===== config.mk =====
export PLATFORM = sky130hd
export DESIGN_NAME = instr_decode
export DESIGN_NICKNAME = d
export VERILOG_FILES = /design/src/verilog/core_pkg.sv /design/src/verilog/instr_decode.sv
export VERILOG_INCLUDE_DIRS = /design/src /design/src/include
export SDC_FILE = /design/constraint.sdc
export NUM_CORES = 1
export LEC_CHECK = 0
export ABC_AREA = 1
export BUFFER_PORTS_ARGS = -buffer_cell sky130_fd_sc_hd__buf_4
export CORE_AREA = 2 2 117 119
export CTS_CLUSTER_DIAMETER = 150
export DETAILED_ROUTE_END_ITERATION = 7
export DIE_AREA = 0 0 119 121
export GPL_TIMING_DRIVEN = 0
export MAX_ROUTING_LAYER = met4
export PLACE_DENSITY = 0.72
export SLEW_MARGIN = 30
export SYNTH_ARGS = -nofsm -noshare
export SYNTH_HDL_FRONTEND = slang
export SYNTH_SLANG_ARGS = --single-unit

===== constraint.sdc =====
create_clock -name clk_i -period 1.6 [get_ports clk_i]
set_input_delay 0.24 -clock clk_i [delete_from_list [all_inputs] [get_ports clk_i]]
set_output_delay 0.24 -clock clk_i [all_outputs]
set_load 0.005 [all_outputs]

===== src/include/core_params.svh =====
//////////////////////////////////////////////////
// Core parameters
// Widths, register count, queue depth and the
// multiplier digit size of the dual-slot core
//////////////////////////////////////////////////
`ifndef CORE_PARAMS_SVH
`define CORE_PARAMS_SVH

// Data and instruction width
`define CORE_XLEN 32

// Architectural registers, x0 reads as zero
`define CORE_NUM_REGS 32
`define CORE_REG_AW 5

// Instruction queue entries, power of two
`define CORE_QUEUE_DEPTH 8

// Multiplier bits consumed per cycle
`define CORE_MUL_STEP 8

`endif

===== src/verilog/core_pkg.sv =====
//////////////////////////////////////////////////
// Core types
// Instruction views, decoded micro-op, fetch packet
// and retirement record
//////////////////////////////////////////////////
`include "core_params.svh"

package core_pkg;

    // R-type view of an instruction word
    typedef struct packed {
        logic [6:0]              funct7;
        logic [`CORE_REG_AW-1:0] rs2;
        logic [`CORE_REG_AW-1:0] rs1;
        logic [2:0]              funct3;
        logic [`CORE_REG_AW-1:0] rd;
        logic [6:0]              opcode;
    } instr_r_s;

    // I-type view of an instruction word
    typedef struct packed {
        logic [11:0]             imm;
        logic [`CORE_REG_AW-1:0] rs1;
        logic [2:0]              funct3;
        logic [`CORE_REG_AW-1:0] rd;
        logic [6:0]              opcode;
    } instr_i_s;

    typedef union packed {
        instr_r_s r;
        instr_i_s i;
    } instr_word_u;

    typedef enum logic [3:0] {
        ALU_ADD, ALU_SUB, ALU_SLL, ALU_SLT, ALU_SLTU, ALU_XOR,
        ALU_SRL, ALU_SRA, ALU_OR, ALU_AND, ALU_MUL, ALU_ILLEGAL
    } alu_op_e;

    typedef struct packed {
        logic                  valid;
        logic [`CORE_XLEN-1:0] pc;
        logic [`CORE_XLEN-1:0] instr;
    } fetch_slot_s;

    // Slot 0 is the older instruction
    typedef struct packed {
        fetch_slot_s [1:0] slot;
    } fetch_pkt_s;

    // Queue entry
    typedef struct packed {
        logic [`CORE_XLEN-1:0]   pc;
        alu_op_e                 op;
        logic [`CORE_REG_AW-1:0] rd;
        logic [`CORE_REG_AW-1:0] rs1;
        logic [`CORE_REG_AW-1:0] rs2;
        logic                    use_imm;
        logic [`CORE_XLEN-1:0]   imm;
    } dec_op_s;

    typedef struct packed {
        logic                    valid;
        logic [`CORE_XLEN-1:0]   pc;
        logic [`CORE_REG_AW-1:0] rd;
        logic [`CORE_XLEN-1:0]   wdata;
        logic                    illegal;
    } retire_s;

endpackage


===== src/verilog/instr_decode.sv =====
`timescale 1ns/1ps
//////////////////////////////////////////////////
// Instruction decode
// Turns an accepted fetch pair into micro-ops and
// strobes them into the instruction queue
//////////////////////////////////////////////////
`include "core_params.svh"

module instr_decode (
    input  logic                   clk_i,
    input  logic                   rst_n_i,
    input  logic                   fetch_valid_i,
    input  core_pkg::fetch_pkt_s   fetch_i,
    output core_pkg::dec_op_s [1:0] push_o,
    output logic [1:0]             push_cnt_o
);
    import core_pkg::*;

    localparam logic [6:0] OPC_OP     = 7'b0110011;
    localparam logic [6:0] OPC_OP_IMM = 7'b0010011;
    localparam logic [6:0] F7_BASE    = 7'h00;
    localparam logic [6:0] F7_ALT     = 7'h20;
    localparam logic [6:0] F7_MULDIV  = 7'h01;

    function automatic dec_op_s decode_slot(input fetch_slot_s slot);
        instr_word_u w;
        dec_op_s     d;
        w         = slot.instr;
        d.pc      = slot.pc;
        d.rd      = w.r.rd;
        d.rs1     = w.r.rs1;
        d.rs2     = w.r.rs2;
        d.use_imm = 1'b0;
        d.imm     = {{(`CORE_XLEN-12){w.i.imm[11]}}, w.i.imm};
        d.op      = ALU_ILLEGAL;
        case (w.r.opcode)
            OPC_OP: begin
                case ({w.r.funct7, w.r.funct3})
                    {F7_BASE, 3'b000}:   d.op = ALU_ADD;
                    {F7_ALT, 3'b000}:    d.op = ALU_SUB;
                    {F7_BASE, 3'b001}:   d.op = ALU_SLL;
                    {F7_BASE, 3'b010}:   d.op = ALU_SLT;
                    {F7_BASE, 3'b011}:   d.op = ALU_SLTU;
                    {F7_BASE, 3'b100}:   d.op = ALU_XOR;
                    {F7_BASE, 3'b101}:   d.op = ALU_SRL;
                    {F7_ALT, 3'b101}:    d.op = ALU_SRA;
                    {F7_BASE, 3'b110}:   d.op = ALU_OR;
                    {F7_BASE, 3'b111}:   d.op = ALU_AND;
                    {F7_MULDIV, 3'b000}: d.op = ALU_MUL;
                    default:             d.op = ALU_ILLEGAL;
                endcase
            end
            OPC_OP_IMM: begin
                d.use_imm = 1'b1;
                case (w.i.funct3)
                    3'b000: d.op = ALU_ADD;
                    3'b010: d.op = ALU_SLT;
                    3'b011: d.op = ALU_SLTU;
                    3'b100: d.op = ALU_XOR;
                    3'b110: d.op = ALU_OR;
                    3'b111: d.op = ALU_AND;
                    default: begin
                        // Shifts take the amount from imm[4:0], funct7[5] picks SRA
                        d.imm = {{(`CORE_XLEN-5){1'b0}}, w.i.imm[4:0]};
                        if (w.r.funct7 == F7_BASE) begin
                            d.op = (w.i.funct3 == 3'b001) ? ALU_SLL : ALU_SRL;
                        end else if (w.r.funct7 == F7_ALT && w.i.funct3 == 3'b101) begin
                            d.op = ALU_SRA;
                        end
                    end
                endcase
            end
            default: d.op = ALU_ILLEGAL;
        endcase
        return d;
    endfunction

    always_ff @(posedge clk_i or negedge rst_n_i) begin
        if (!rst_n_i) begin
            push_cnt_o <= 2'd0;
        end else if (fetch_valid_i) begin
            push_cnt_o <= 2'(fetch_i.slot[0].valid) + 2'(fetch_i.slot[1].valid);
        end else begin
            push_cnt_o <= 2'd0;
        end
    end

    // Micro-op pair, qualified by push_cnt_o
    always_ff @(posedge clk_i) begin
        if (fetch_valid_i) begin
            push_o[0] <= decode_slot(fetch_i.slot[0]);
            push_o[1] <= decode_slot(fetch_i.slot[1]);
        end
    end

    // Fetch never hands over a lone younger slot
    a_slot_order: assert property (@(posedge clk_i) disable iff (!rst_n_i)
        fetch_valid_i |-> (fetch_i.slot[0].valid || !fetch_i.slot[1].valid));

endmodule


# Word-level counts from Yosys, hierarchy flattened
# Index checks and enable logic that the tools add are counted.
# Widths: inputs -> output; s select.
# classes
muxes,17
eq_ne,40
add_sub_neg,1
n_reduce_logical,10
# op_table
op,count
$pmux 4 s11,2
$eq 10x3->1 const B,8
$mux 33,2
$mux 32,2
$pmux 4 s6,2
$eq 10x2->1 const B,4
$eq 10x9->1 const B,4
$eq 7x6->1 const B,4
$eq 3x3->1 const B,8
$eq 10x1->1 const B,2
$eq 10x4->1 const B,2
$logic_not 10->1,2
$mux 4,4
$pmux 4 s2,2
$eq 7x5->1 const B,2
$logic_not 7->1,2
$eq 3x2->1 const B,4
$reduce_or 6->1,2
$eq 3x1->1 const B,2
$logic_not 3->1,2
$mux 3,2
$add 1x1->2,1
$logic_and 1x1->1,2
$mux 2,1
# word_totals
out_inout_bits,170
regBits,170
word_cells,83

# Longest topological paths before layout
# Gate-level depths: netlist of run 1.
# logic_depth
word_depth,6
ltp_mapped,12
depth_no_buf,12

# Least setup slack after synthesis of run 1
# OpenSTA, ideal clock, no wires.
# synth_timing
path_kind,in2reg
startpoint,in fetch_i[13] in the netlist's numbering
endpoint,"reg push_o[48] in the netlist's numbering, data pin"
required_time_ns,1.346
path_stages,11
path_buffers,1
arrival_ns,1.028
setup_slack_ns,0.318
setup_time_ns,0.254
path_cell_list,buf_2 nor2_1 nand2_1 nor2_1 nand2_1 nand2_1 nor2_1 nand2_1 nand2_1 nand2_1 nand2_1
# synth_between
elab_chain_cells,3
# synth_lines
element,line_no,source
from (decl),instr_decode.sv:13,"input core_pkg::fetch_pkt_s fetch_i,"
$eq 10x4->1 (tied with other cells),instr_decode.sv:38,"case ({w.r.funct7, w.r.funct3})"
$pmux 4 s11 / $pmux 4 s6 (equally long branches),"instr_decode.sv:38, instr_decode.sv:55",
$pmux 4 s2 *,instr_decode.sv:36,case (w.r.opcode)
to (decl),instr_decode.sv:14,"output core_pkg::dec_op_s [1:0] push_o,"
# Mark *: on every way between the ends. The rest lies on a longest branch, timed or not.
# A chain may end at the register's enable or synchronous reset.

==> flow_metrics.py, run 1 <==
metrics = {
    "synthesis": {
        "synth-edff-count": 118,
        "ys_seq_area_share_pct": 72.6,
        "syn_area_um2": 4950,
        "yosysUniqueCellTypes": 25,
        "mappedNetlistNets": 519,
        "synth-main-ff-cell": "edfxtp_1",
        "syn_avg_cell_area_um2": 12.9,
        "syn_inst": 385,
        "async_flop_share_pct": 1.67,
        "synth_seq_cells": 120,
        "synth_warnings": 0,
    },
    "critical_path": {
        "cp_max_fo": 10,
        "cp_cell_sequence": "buf_2 -> buf_4 -> buf_4",
        "slowest_stage": "edfxtp_1",
        "crit_family": "buffers and inverters",
        "start_kind": "register",
        "critPathArrivalTime_ns": 1.27,
        "cp-end-kind": "output pin",
        "critPathKind": "reg2out",
        "cp_common_cell": "buf_4",
        "max_stage_delay_ns": 0.38,
        "cp.required_ns": 1.36,
        "path_buf_inv": 3,
    },
    "cts": {
        "clk_path_buf_depth": 2,
        "cts_resized": 0,
        "cts_inserted_buffers": 17,
        "tritoncts": "done",
        "clk_pin_slew_ns": 0.05,
        "root_buffer": "clkbuf_16",
        "htreeDepth": 4,
        "cts_sinks": 120,
    },
    "die": {
        "std_cell_rows": 42,
        "initial_core_util_pct": 37.8,
        "core_area_um2": 13100,
        "die-area_um2": 14400,
        "die_x_um": 119,
        "die-height_um": 121,
        "io_pins": 303,
    },
    "worst_hold_path": {
        "hold_path_class": "in2reg",
    },
    "timing": {
        "setup_viol": 0,
        "setup_slack_ns": 0.0855,
        "setup_tns_ns": 0,
        "worst_pin_slew_ns": 0.891,
        "post-route-period-util_pct": 94.7,
        "max_slew_margin_pct": 40.6,
        "rsz0062_at_grt": "false",
        "finalHoldViolCount": 0,
        "maxSlewViolCount": 0,
        "fmax_ghz": 0.660,
        "fin_crit_ns": 1.51,
    },
    "grt": {
        "antenna_found_initial": 2,
        "grt_pass1_wl_um": 24600,
        "grt_max_degree": 121,
        "grt_usage_pct": 23.6,
        "grt_pass1_vias": 4603,
        "grt_overflow": 0,
    },
    "power": {
        "p_sw_w": 0.00195,
        "combPwrFrac_pct": 15.5,
        "p_int_w": 0.00722,
        "power_density_nw_per_um2": 1010,
        "p_leak_nw": 4.16,
        "clockPowerShare_pct": 42.9,
        "pwr-share-seq_pct": 41.6,
        "switching_share_pct": 21.2,
        "ir_drop_v": 0.000736,
    },
    "drt": {
        "via_count": 4393,
        "post_drt_wl_per_cell_um": 16.7,
        "drc_errors": 0,
        "ant_nets": 0,
        "drt_iter0_drc": 290,
        "first_pass_iters": 5,
        "routed_wirelength_um": 16600,
        "viasPerCell": 4.42,
    },
    "placement": {
        "gp_congestion": 0.881,
        "dp_slack_ns": 0.0360,
        "place_hpwl_um": 10700,
        "io_buffers": 301,
    },
    "final_layout": {
        "layout_common_cells": "352 x buf_4, 118 x edfxtp_1, 95 x dlygate4sd3_1, 59 x nand2_1, 50 x nor2_1",
        "layout_commonest_cell": "buf_4",
        "final_nets": 938,
        "layout-drive-gt1-share_pct": 50.6,
        "area_delta_synth_final_pct": 82.4,
    },
    "flow_run": {
        "maxCapViolations": 0,
    },
    "outcome": {
        "status": "complete, no violations",
    },
}
timing repair:
action	in CTS	in global routing
hold buffers	95	0
endpoints found under the hold margin	96	0
endpoints found under the setup margin	42	0
buffers inserted	4	0
routing by layer:
layer  vias up  part of all wire (%)  wire length, um  track usage (%)
li1       2090                     -                -                -
met2       222                    53             8810             40.8
met3        27                   6.1             1010             6.86
met5         -                     0                0                -
met4         0                   2.8              471             10.6
met1      2054                    38             6350             25.3
cells in the mapped netlist, drive strengths merged, types with 2 or more instances:
cell type / number / share of area (%)
nor2: 59 / 5.3
nor3: 4 / 0.63
o21ai: 7 / 0.71
edfxtp: 118 / 72
nor4: 2 / 0.56
nand3: 20 / 2.0
inv: 40 / 3.1
dfrtp: 2 / 1.0
buf: 51 / 7.7
a21oi: 10 / 1.0
nand2: 67 / 5.5
final timing paths:
kind / end / depth (start not counted) / startpoint / slack [ns]
worst max-delay path: push_o[16] / 3 / push_o[30] / 0.09
worst min-delay path: push_o[92] / 3 / fetch_i[93] / 0.14
max in group asynchronous: push_cnt_o[0] / 2 / rst_n_i / 1.36
min in group asynchronous: push_cnt_o[1] / 2 / rst_n_i / 0.15
stage by stage:
step | std cells | cell area [um^2] | hold slack (ns) | util [%] | power, W
2_1_floorplan | 385 | 4950 | -0.0556 | - | 0.00415
3_3_place_gp | 862 | 7430 | 0.0218 | 56.8 | 0.00502
3_5_place_dp | 862 | 7440 | 0.0241 | 56.8 | 0.00505
4_1_cts | 993 | 9020 | 0.117 | 69.0 | 0.00917
5_1_grt | 995 | 9030 | 0.139 | 69.0 | 0.00946
6_report | 995 | 9030 | 0.139 | 69.0 | 0.00916
registers in the layout, summed over array words and instances, names as in the netlist:
name / count
push_o: 118
push_cnt_o: 2
kinds of logic (layout without fill, tap and decap cells):
group | Yosys count | after routing | synth area share, %
xor gates and xnor gates | 1 | 1 | 0.177
adders and majority gates | 1 | 1 | 0.253
other | 0 | 2 | 0
DFF | 120 | 120 | 72.6
AOI/OAI and AO/OA | 18 | 18 | 1.87
buffers and inverters | 92 | 524 | 10.8
and+or+nand+nor | 153 | 153 | 14.3
final cells by class:
| type | count | area [um^2] |
|---|---|---|
| inverters | 41 | 156 |
| fillers | 872 | 4060 |
| well taps | 176 | 220 |
| repair buffers | 400 | 3240 |
| multi-input cells | 173 | 821 |
| diodes | 2 | 5.00 |
| clock buffers | 23 | 488 |
| flip-flops and latches | 120 | 3590 |
| plain buffers | 51 | 380 |
| clock inverters | 9 | 123 |
power groups by stage:
stage	registers [W]	clock network (W)	logic (W)
6_report	0.00381	0.00393	0.00142
5_1_grt	0.00383	0.00412	0.00150
4_1_cts	0.00381	0.00396	0.00140
3_5_place_dp	0.00389	0	0.00117
3_3_place_gp	0.00387	0	0.00114
2_1_floorplan	0.00390	0	0.000248
Power figures use the tool's default switching activity.
==> inputs of run 2 (changes only) <==
BUFFER_PORTS_ARGS = -buffer_cell sky130_fd_sc_hd__clkbuf_2   (was -buffer_cell sky130_fd_sc_hd__buf_4)
==> flow_metrics.py, run 2 (synthesis gave the netlist of run 1 again) <==
metrics = {
    "outcome": {
        "status": "complete, no violations",
    },
    "critical_path": {
        "start_kind": "register",
        "crit_family": "buffers and inverters",
        "critPathKind": "reg2out",
        "cp_max_fo": 11,
        "cp.required_ns": 1.36,
        "path_buf_inv": 3,
        "cp_cell_sequence": "buf_4 -> buf_4 -> clkbuf_2",
        "cp_common_cell": "buf_4",
        "worst-path-stages": 3,
        "cp-end-kind": "output pin",
        "critPathArrivalTime_ns": 1.24,
        "max_stage_delay_ns": 0.39,
        "slowest_stage": "edfxtp_1",
    },
    "drt": {
        "post_drt_wl_per_cell_um": 15.9,
        "drt_iter0_drc": 302,
        "wl_met3_um": 1040,
        "viasPerCell": 4.52,
        "drc_errors": 0,
        "wl_met2_um": 8290,
        "top_layer": "met4",
        "via_count": 4423,
        "wl_met1_um": 5670,
        "first_pass_iters": 4,
        "routed_wirelength_um": 15600,
        "ant_nets": 0,
    },
    "cts": {
        "htreeDepth": 4,
        "cts_resized": 0,
        "clk_path_buf_depth": 2,
        "clk_pin_slew_ns": 0.06,
        "tritoncts": "done",
        "cts_sinks": 120,
        "root_buffer": "clkbuf_16",
        "cts_inserted_buffers": 17,
    },
    "final_layout": {
        "layout_commonest_cell": "clkbuf_2",
        "fin_util_pct": 61.7,
        "regMostFlops": "push_o",
        "antenna_cells_inserted": 0,
        "largest_register_ff_count": 118,
        "reg_top3": "push_o: 118 flops, push_cnt_o: 2 flops",
        "area_delta_synth_final_pct": 63.0,
        "final_nets": 924,
        "layout_common_cells": "300 x clkbuf_2, 118 x edfxtp_1, 80 x dlygate4sd3_1, 59 x nand2_1, 52 x buf_4",
        "layout-drive-gt1-share_pct": 51.8,
        "fillers": 1011,
    },
    "timing": {
        "post-route-period-util_pct": 92.4,
        "maxSlewViolCount": 0,
        "setup_viol": 0,
        "worst_pin_slew_ns": 0.442,
        "finalHoldViolCount": 0,
        "fmax_ghz": 0.676,
        "fin_crit_ns": 1.48,
        "setup_tns_ns": 0,
        "rsz0062_at_grt": "false",
        "max_slew_margin_pct": 70.6,
        "setup_slack_ns": 0.122,
    },
    "power": {
        "combPwrFrac_pct": 13.4,
        "power_density_nw_per_um2": 1030,
        "ir_drop_v": 0.000565,
        "pwr-share-seq_pct": 45.8,
        "p_int_w": 0.00631,
        "p_sw_w": 0.00201,
        "switching_share_pct": 24.1,
        "clockPowerShare_pct": 40.8,
        "p_leak_nw": 3.87,
    },
    "placement": {
        "gp_congestion": 0.903,
        "place_hpwl_um": 10400,
        "io_buffers": 301,
        "dp_slack_ns": 0.0426,
    },
    "grt": {
        "grt_overflow": 0,
        "grt_usage_pct": 22.2,
        "grt_pass1_wl_um": 23100,
        "grt_pass1_vias": 4351,
        "grt_max_degree": 90,
        "antenna_found_initial": 0,
    },
    "worst_hold_path": {
        "min_delay_path_depth": 1,
        "hold_path_class": "in2reg",
    },
    "die": {
        "core_area_um2": 13100,
        "die-area_um2": 14400,
        "std_cell_rows": 42,
        "die-height_um": 121,
        "io_pins": 303,
        "die_x_um": 119,
        "initial_core_util_pct": 37.8,
    },
    "flow_run": {
        "maxCapViolations": 0,
    },
}
-- run 2: changes by cell type in the layout (fill, tap and decap cells not counted), sizes merged --
| cell | delta |
|---|---|
| dlygate4sd3 | -15 |
| buf | -300 |
| clkbuf | +295 |
| diode | -2 |
| inv | +4 |
| clkinvlp | +1 |
| clkinv | +4 |
| bufinv | -3 |
-- run 2: metal layers --
| metal | vias to the layer above | track usage, % |
|---|---|---|
| li1 | 2061 | - |
| met1 | 2097 | 23.0 |
| met2 | 229 | 38.6 |
| met3 | 36 | 6.30 |
| met4 | 0 | 11.8 |
| met5 | - | - |
-- run 2: area by class of cell --
class	instances	area, um^2	share of cell area (%)
flip-flops and latches	120	3590	44.5
repair buffers	386	2370	29.4
multi-input cells	173	821	10.2
clock buffers	17	425	5.27
plain buffers	51	380	4.71
well taps	176	220	2.73
inverters	41	156	1.94
clock inverters	15	103	1.27
-- run 2: power groups by stage --
stage          logic [W]  registers (W)  clock network, W
6_report         0.00112        0.00381           0.00339
5_1_grt          0.00120        0.00383           0.00360
4_1_cts          0.00110        0.00380           0.00345
3_5_place_dp    0.000907        0.00388                 0
3_3_place_gp    0.000876        0.00388                 0
2_1_floorplan   0.000248        0.00390                 0
-- run 2: what timing repair did --
action	CTS	global route
hold endpoints to repair	79	2
hold buffers	78	2
setup endpoints to repair	42	0
buffers inserted	4	0
-- run 2: stage by stage --
stage	total power [W]	std cells	area, um^2	hold slack (ns)
4_1_cts	0.00834	977	8050	0.000837
5_1_grt	0.00862	979	8070	0.00175
3_3_place_gp	0.00476	862	6680	0.0249
2_1_floorplan	0.00415	385	4950	-0.0556
6_report	0.00832	979	8070	0.0171
3_5_place_dp	0.00479	863	6710	0.0337
-- run 2: worst paths after layout --
kind | startpoint | slack (ns) | endpoint
worst max-delay path | push_o[30] | 0.12 | push_o[22]
min in group asynchronous | rst_n_i | 0.17 | push_cnt_o[1]
max in group asynchronous | rst_n_i | 1.33 | push_cnt_o[0]
worst min-delay path | fetch_i[120] | 0.02 | push_o[159]
==> inputs of run 3 (changes only) <==
ABC_AREA = default   (was 1)
CORE_AREA = 2 2 118 120   (was 2 2 117 119)
DIE_AREA = 0 0 120 122   (was 0 0 119 121)
PLACE_DENSITY = 0.68   (was 0.72)
==> flow_metrics.py, run 3 <==
metrics = {
    "outcome": {
        "status": "complete, no violations",
    },
    "die": {
        "initial_core_util_pct": 34.5,
        "io_pins": 303,
        "std_cell_rows": 43,
        "core_area_um2": 13500,
        "die_x_um": 120,
        "die-area_um2": 14600,
        "die-height_um": 122,
    },
    "drt": {
        "viasPerCell": 4.34,
        "post_drt_wl_per_cell_um": 14.6,
        "via_count": 3725,
        "ant_nets": 0,
        "first_pass_iters": 4,
        "drc_errors": 0,
        "routed_wirelength_um": 12600,
        "drt_iter0_drc": 145,
    },
    "synthesis": {
        "synth_warnings": 0,
        "synth_top_area_share_pct": 76.0,
        "synth_seq_cells": 120,
        "yosys.area.top_type": "edfxtp_1",
        "mappedNetlistNets": 415,
        "synth_area_leaders": "edfxtp_1 76%, buf_4 8.0%, nor2b_1 1.3%",
        "async_flop_share_pct": 1.67,
        "ys_seq_area_share_pct": 77.0,
        "synthTopCellsByCount": "118 x edfxtp_1, 50 x buf_4, 12 x nand2_1, 10 x nor2b_1, 9 x and2_1",
        "syn_area_um2": 4660,
        "syn_avg_cell_area_um2": 16.6,
        "yosysUniqueCellTypes": 46,
        "syn_inst": 281,
        "synth_most_common_cell": "edfxtp_1",
        "synth-main-ff-cell": "edfxtp_1",
        "synth-edff-count": 118,
    },
    "power": {
        "p_leak_nw": 3.49,
        "power_density_nw_per_um2": 1120,
        "ir_drop_v": 0.000864,
    },
    "timing": {
        "worst_pin_slew_ns": 0.485,
        "setup_viol": 0,
        "fin_crit_ns": 1.47,
        "setup_tns_ns": 0,
        "post-route-period-util_pct": 91.8,
        "maxSlewViolCount": 0,
        "fmax_ghz": 0.681,
        "max_slew_margin_pct": 67.3,
        "holdWs_ns": 0.0158,
        "setup_slack_ns": 0.132,
        "finalHoldViolCount": 0,
        "rsz0062_at_grt": "false",
    },
    "final_layout": {
        "multi_input_area_um2": 654,
        "final_nets": 800,
        "largest_register_ff_count": 118,
        "layout_common_cells": "296 x clkbuf_2, 118 x edfxtp_1, 64 x dlygate4sd3_1, 52 x buf_4, 17 x clkbuf_16",
        "ff_latch_area_um2": 3590,
        "antenna_cells_inserted": 0,
        "fillers": 1075,
        "reg_top3": "push_o: 118 flops, push_cnt_o: 2 flops",
        "layout_commonest_cell": "clkbuf_2",
        "layout-drive-gt1-share_pct": 57.7,
        "stdcell_area_um2": 7690,
        "area_delta_synth_final_pct": 64.8,
        "regMostFlops": "push_o",
        "fin_util_pct": 56.9,
    },
    "critical_path": {
        "critPathArrivalTime_ns": 1.60,
        "start_kind": "input pin",
        "cp_max_fo": 7,
        "critPathKind": "in2reg",
        "cp.required_ns": 1.73,
        "cp_cell_sequence": "clkbuf_2 -> or4_4 -> or3_1 -> buf_6 -> o21ai_1 -> o2111ai_1",
        "cp-end-kind": "register",
        "slowest_stage": "or4_4",
        "max_stage_delay_ns": 0.52,
    },
    "placement": {
        "postPlaceCellArea_um2": 6420,
        "place_hpwl_um": 9000,
        "io_buffers": 297,
        "gp_congestion": 0.875,
        "dp_slack_ns": -0.277,
    },
    "worst_hold_path": {
        "hold_end": "push_o[136]",
        "hold_path_class": "in2reg",
        "min_delay_path_depth": 1,
        "hold_start": "fetch_i[97]",
    },
    "cts": {
        "htreeDepth": 4,
        "clk_pin_slew_ns": 0.05,
        "cts_sinks": 120,
        "clk_path_buf_depth": 2,
        "tritoncts": "done",
        "root_buffer": "clkbuf_16",
        "cts_inserted_buffers": 17,
    },
    "grt": {
        "grt_usage_pct": 16.8,
        "grt_pass1_wl_um": 18100,
        "grt_pass1_vias": 3607,
        "grt_max_degree": 68,
        "antenna_found_initial": 0,
        "grt_overflow": 0,
    },
    "flow_run": {
        "maxCapViolations": 0,
    },
}
## run 3: logic make-up (layout without fill, tap and decap cells)
| logic type | count (synthesis) | in the layout | synth area share [%] |
|---|---|---|---|
| mux | 1 | 1 | 0.241 |
| flops | 120 | 120 | 77.0 |
| compound gates | 28 | 28 | 4.37 |
| simple gates | 66 | 66 | 8.21 |
| fa+ha+maj | 1 | 1 | 0.268 |
| xor+xnor | 4 | 4 | 0.751 |
| buf+inv | 61 | 459 | 9.12 |
## run 3: timing repair
action,in CTS,in global routing
gates resized for setup,0,0
hold buffers,60,4
endpoints found under the hold margin,61,4
setup buffers,4,0
endpoints found under the setup margin,42,0
## run 3: final cells by class
class	instances	share of cell area, %
Clock inverter	14	2.23
Inverter	2	0.0977
Timing Repair Buffer	366	28.5
Buffer	59	5.44
Clock buffer	18	5.58
Sequential cell	120	46.7
Tap cell	180	2.93
Multi-Input combinational cell	100	8.51
## run 3: how the worst max path moves through the flow
stage                              from          end  cells after the start
after floorplan             fetch_i[27]   push_o[51]                      5
after global placement    fetch_valid_i  push_o[134]                      1
after detailed placement    fetch_i[27]   push_o[51]                      6
after CTS                   push_o[114]  push_o[102]                      3
after global routing        fetch_i[27]   push_o[51]                      6
final                       fetch_i[27]   push_o[51]                      6
## run 3: routing by layer
layer  track usage (%)  vias up  wire length (um)
met4              6.18        0               191
met3              4.96       18               839
met2              29.8      180              6980
met1              17.7     1757              4550
met5                 -        -                 0
li1                  -     1770                 -
## run 3: critical path, delay by kind of cell
kind	cells	cell delay, ns
and+or+nand+nor	2	0.85
buffers and inverters	2	0.23
AOI/OAI and AO/OA	2	0.28
## run 3: per-stage QoR
step                      cells  power [W]
after floorplan             281    0.00415
after global placement      758    0.00474
final                       859    0.00863
after CTS                   855    0.00872
after detailed placement    759    0.00477
after global routing        859    0.00897
## run 3: power breakdown
part           internal, W  switching (W)  total [W]
Combinational     0.000600       0.000439    0.00104
Clock              0.00246        0.00134    0.00380
Sequential         0.00372      0.0000755    0.00380
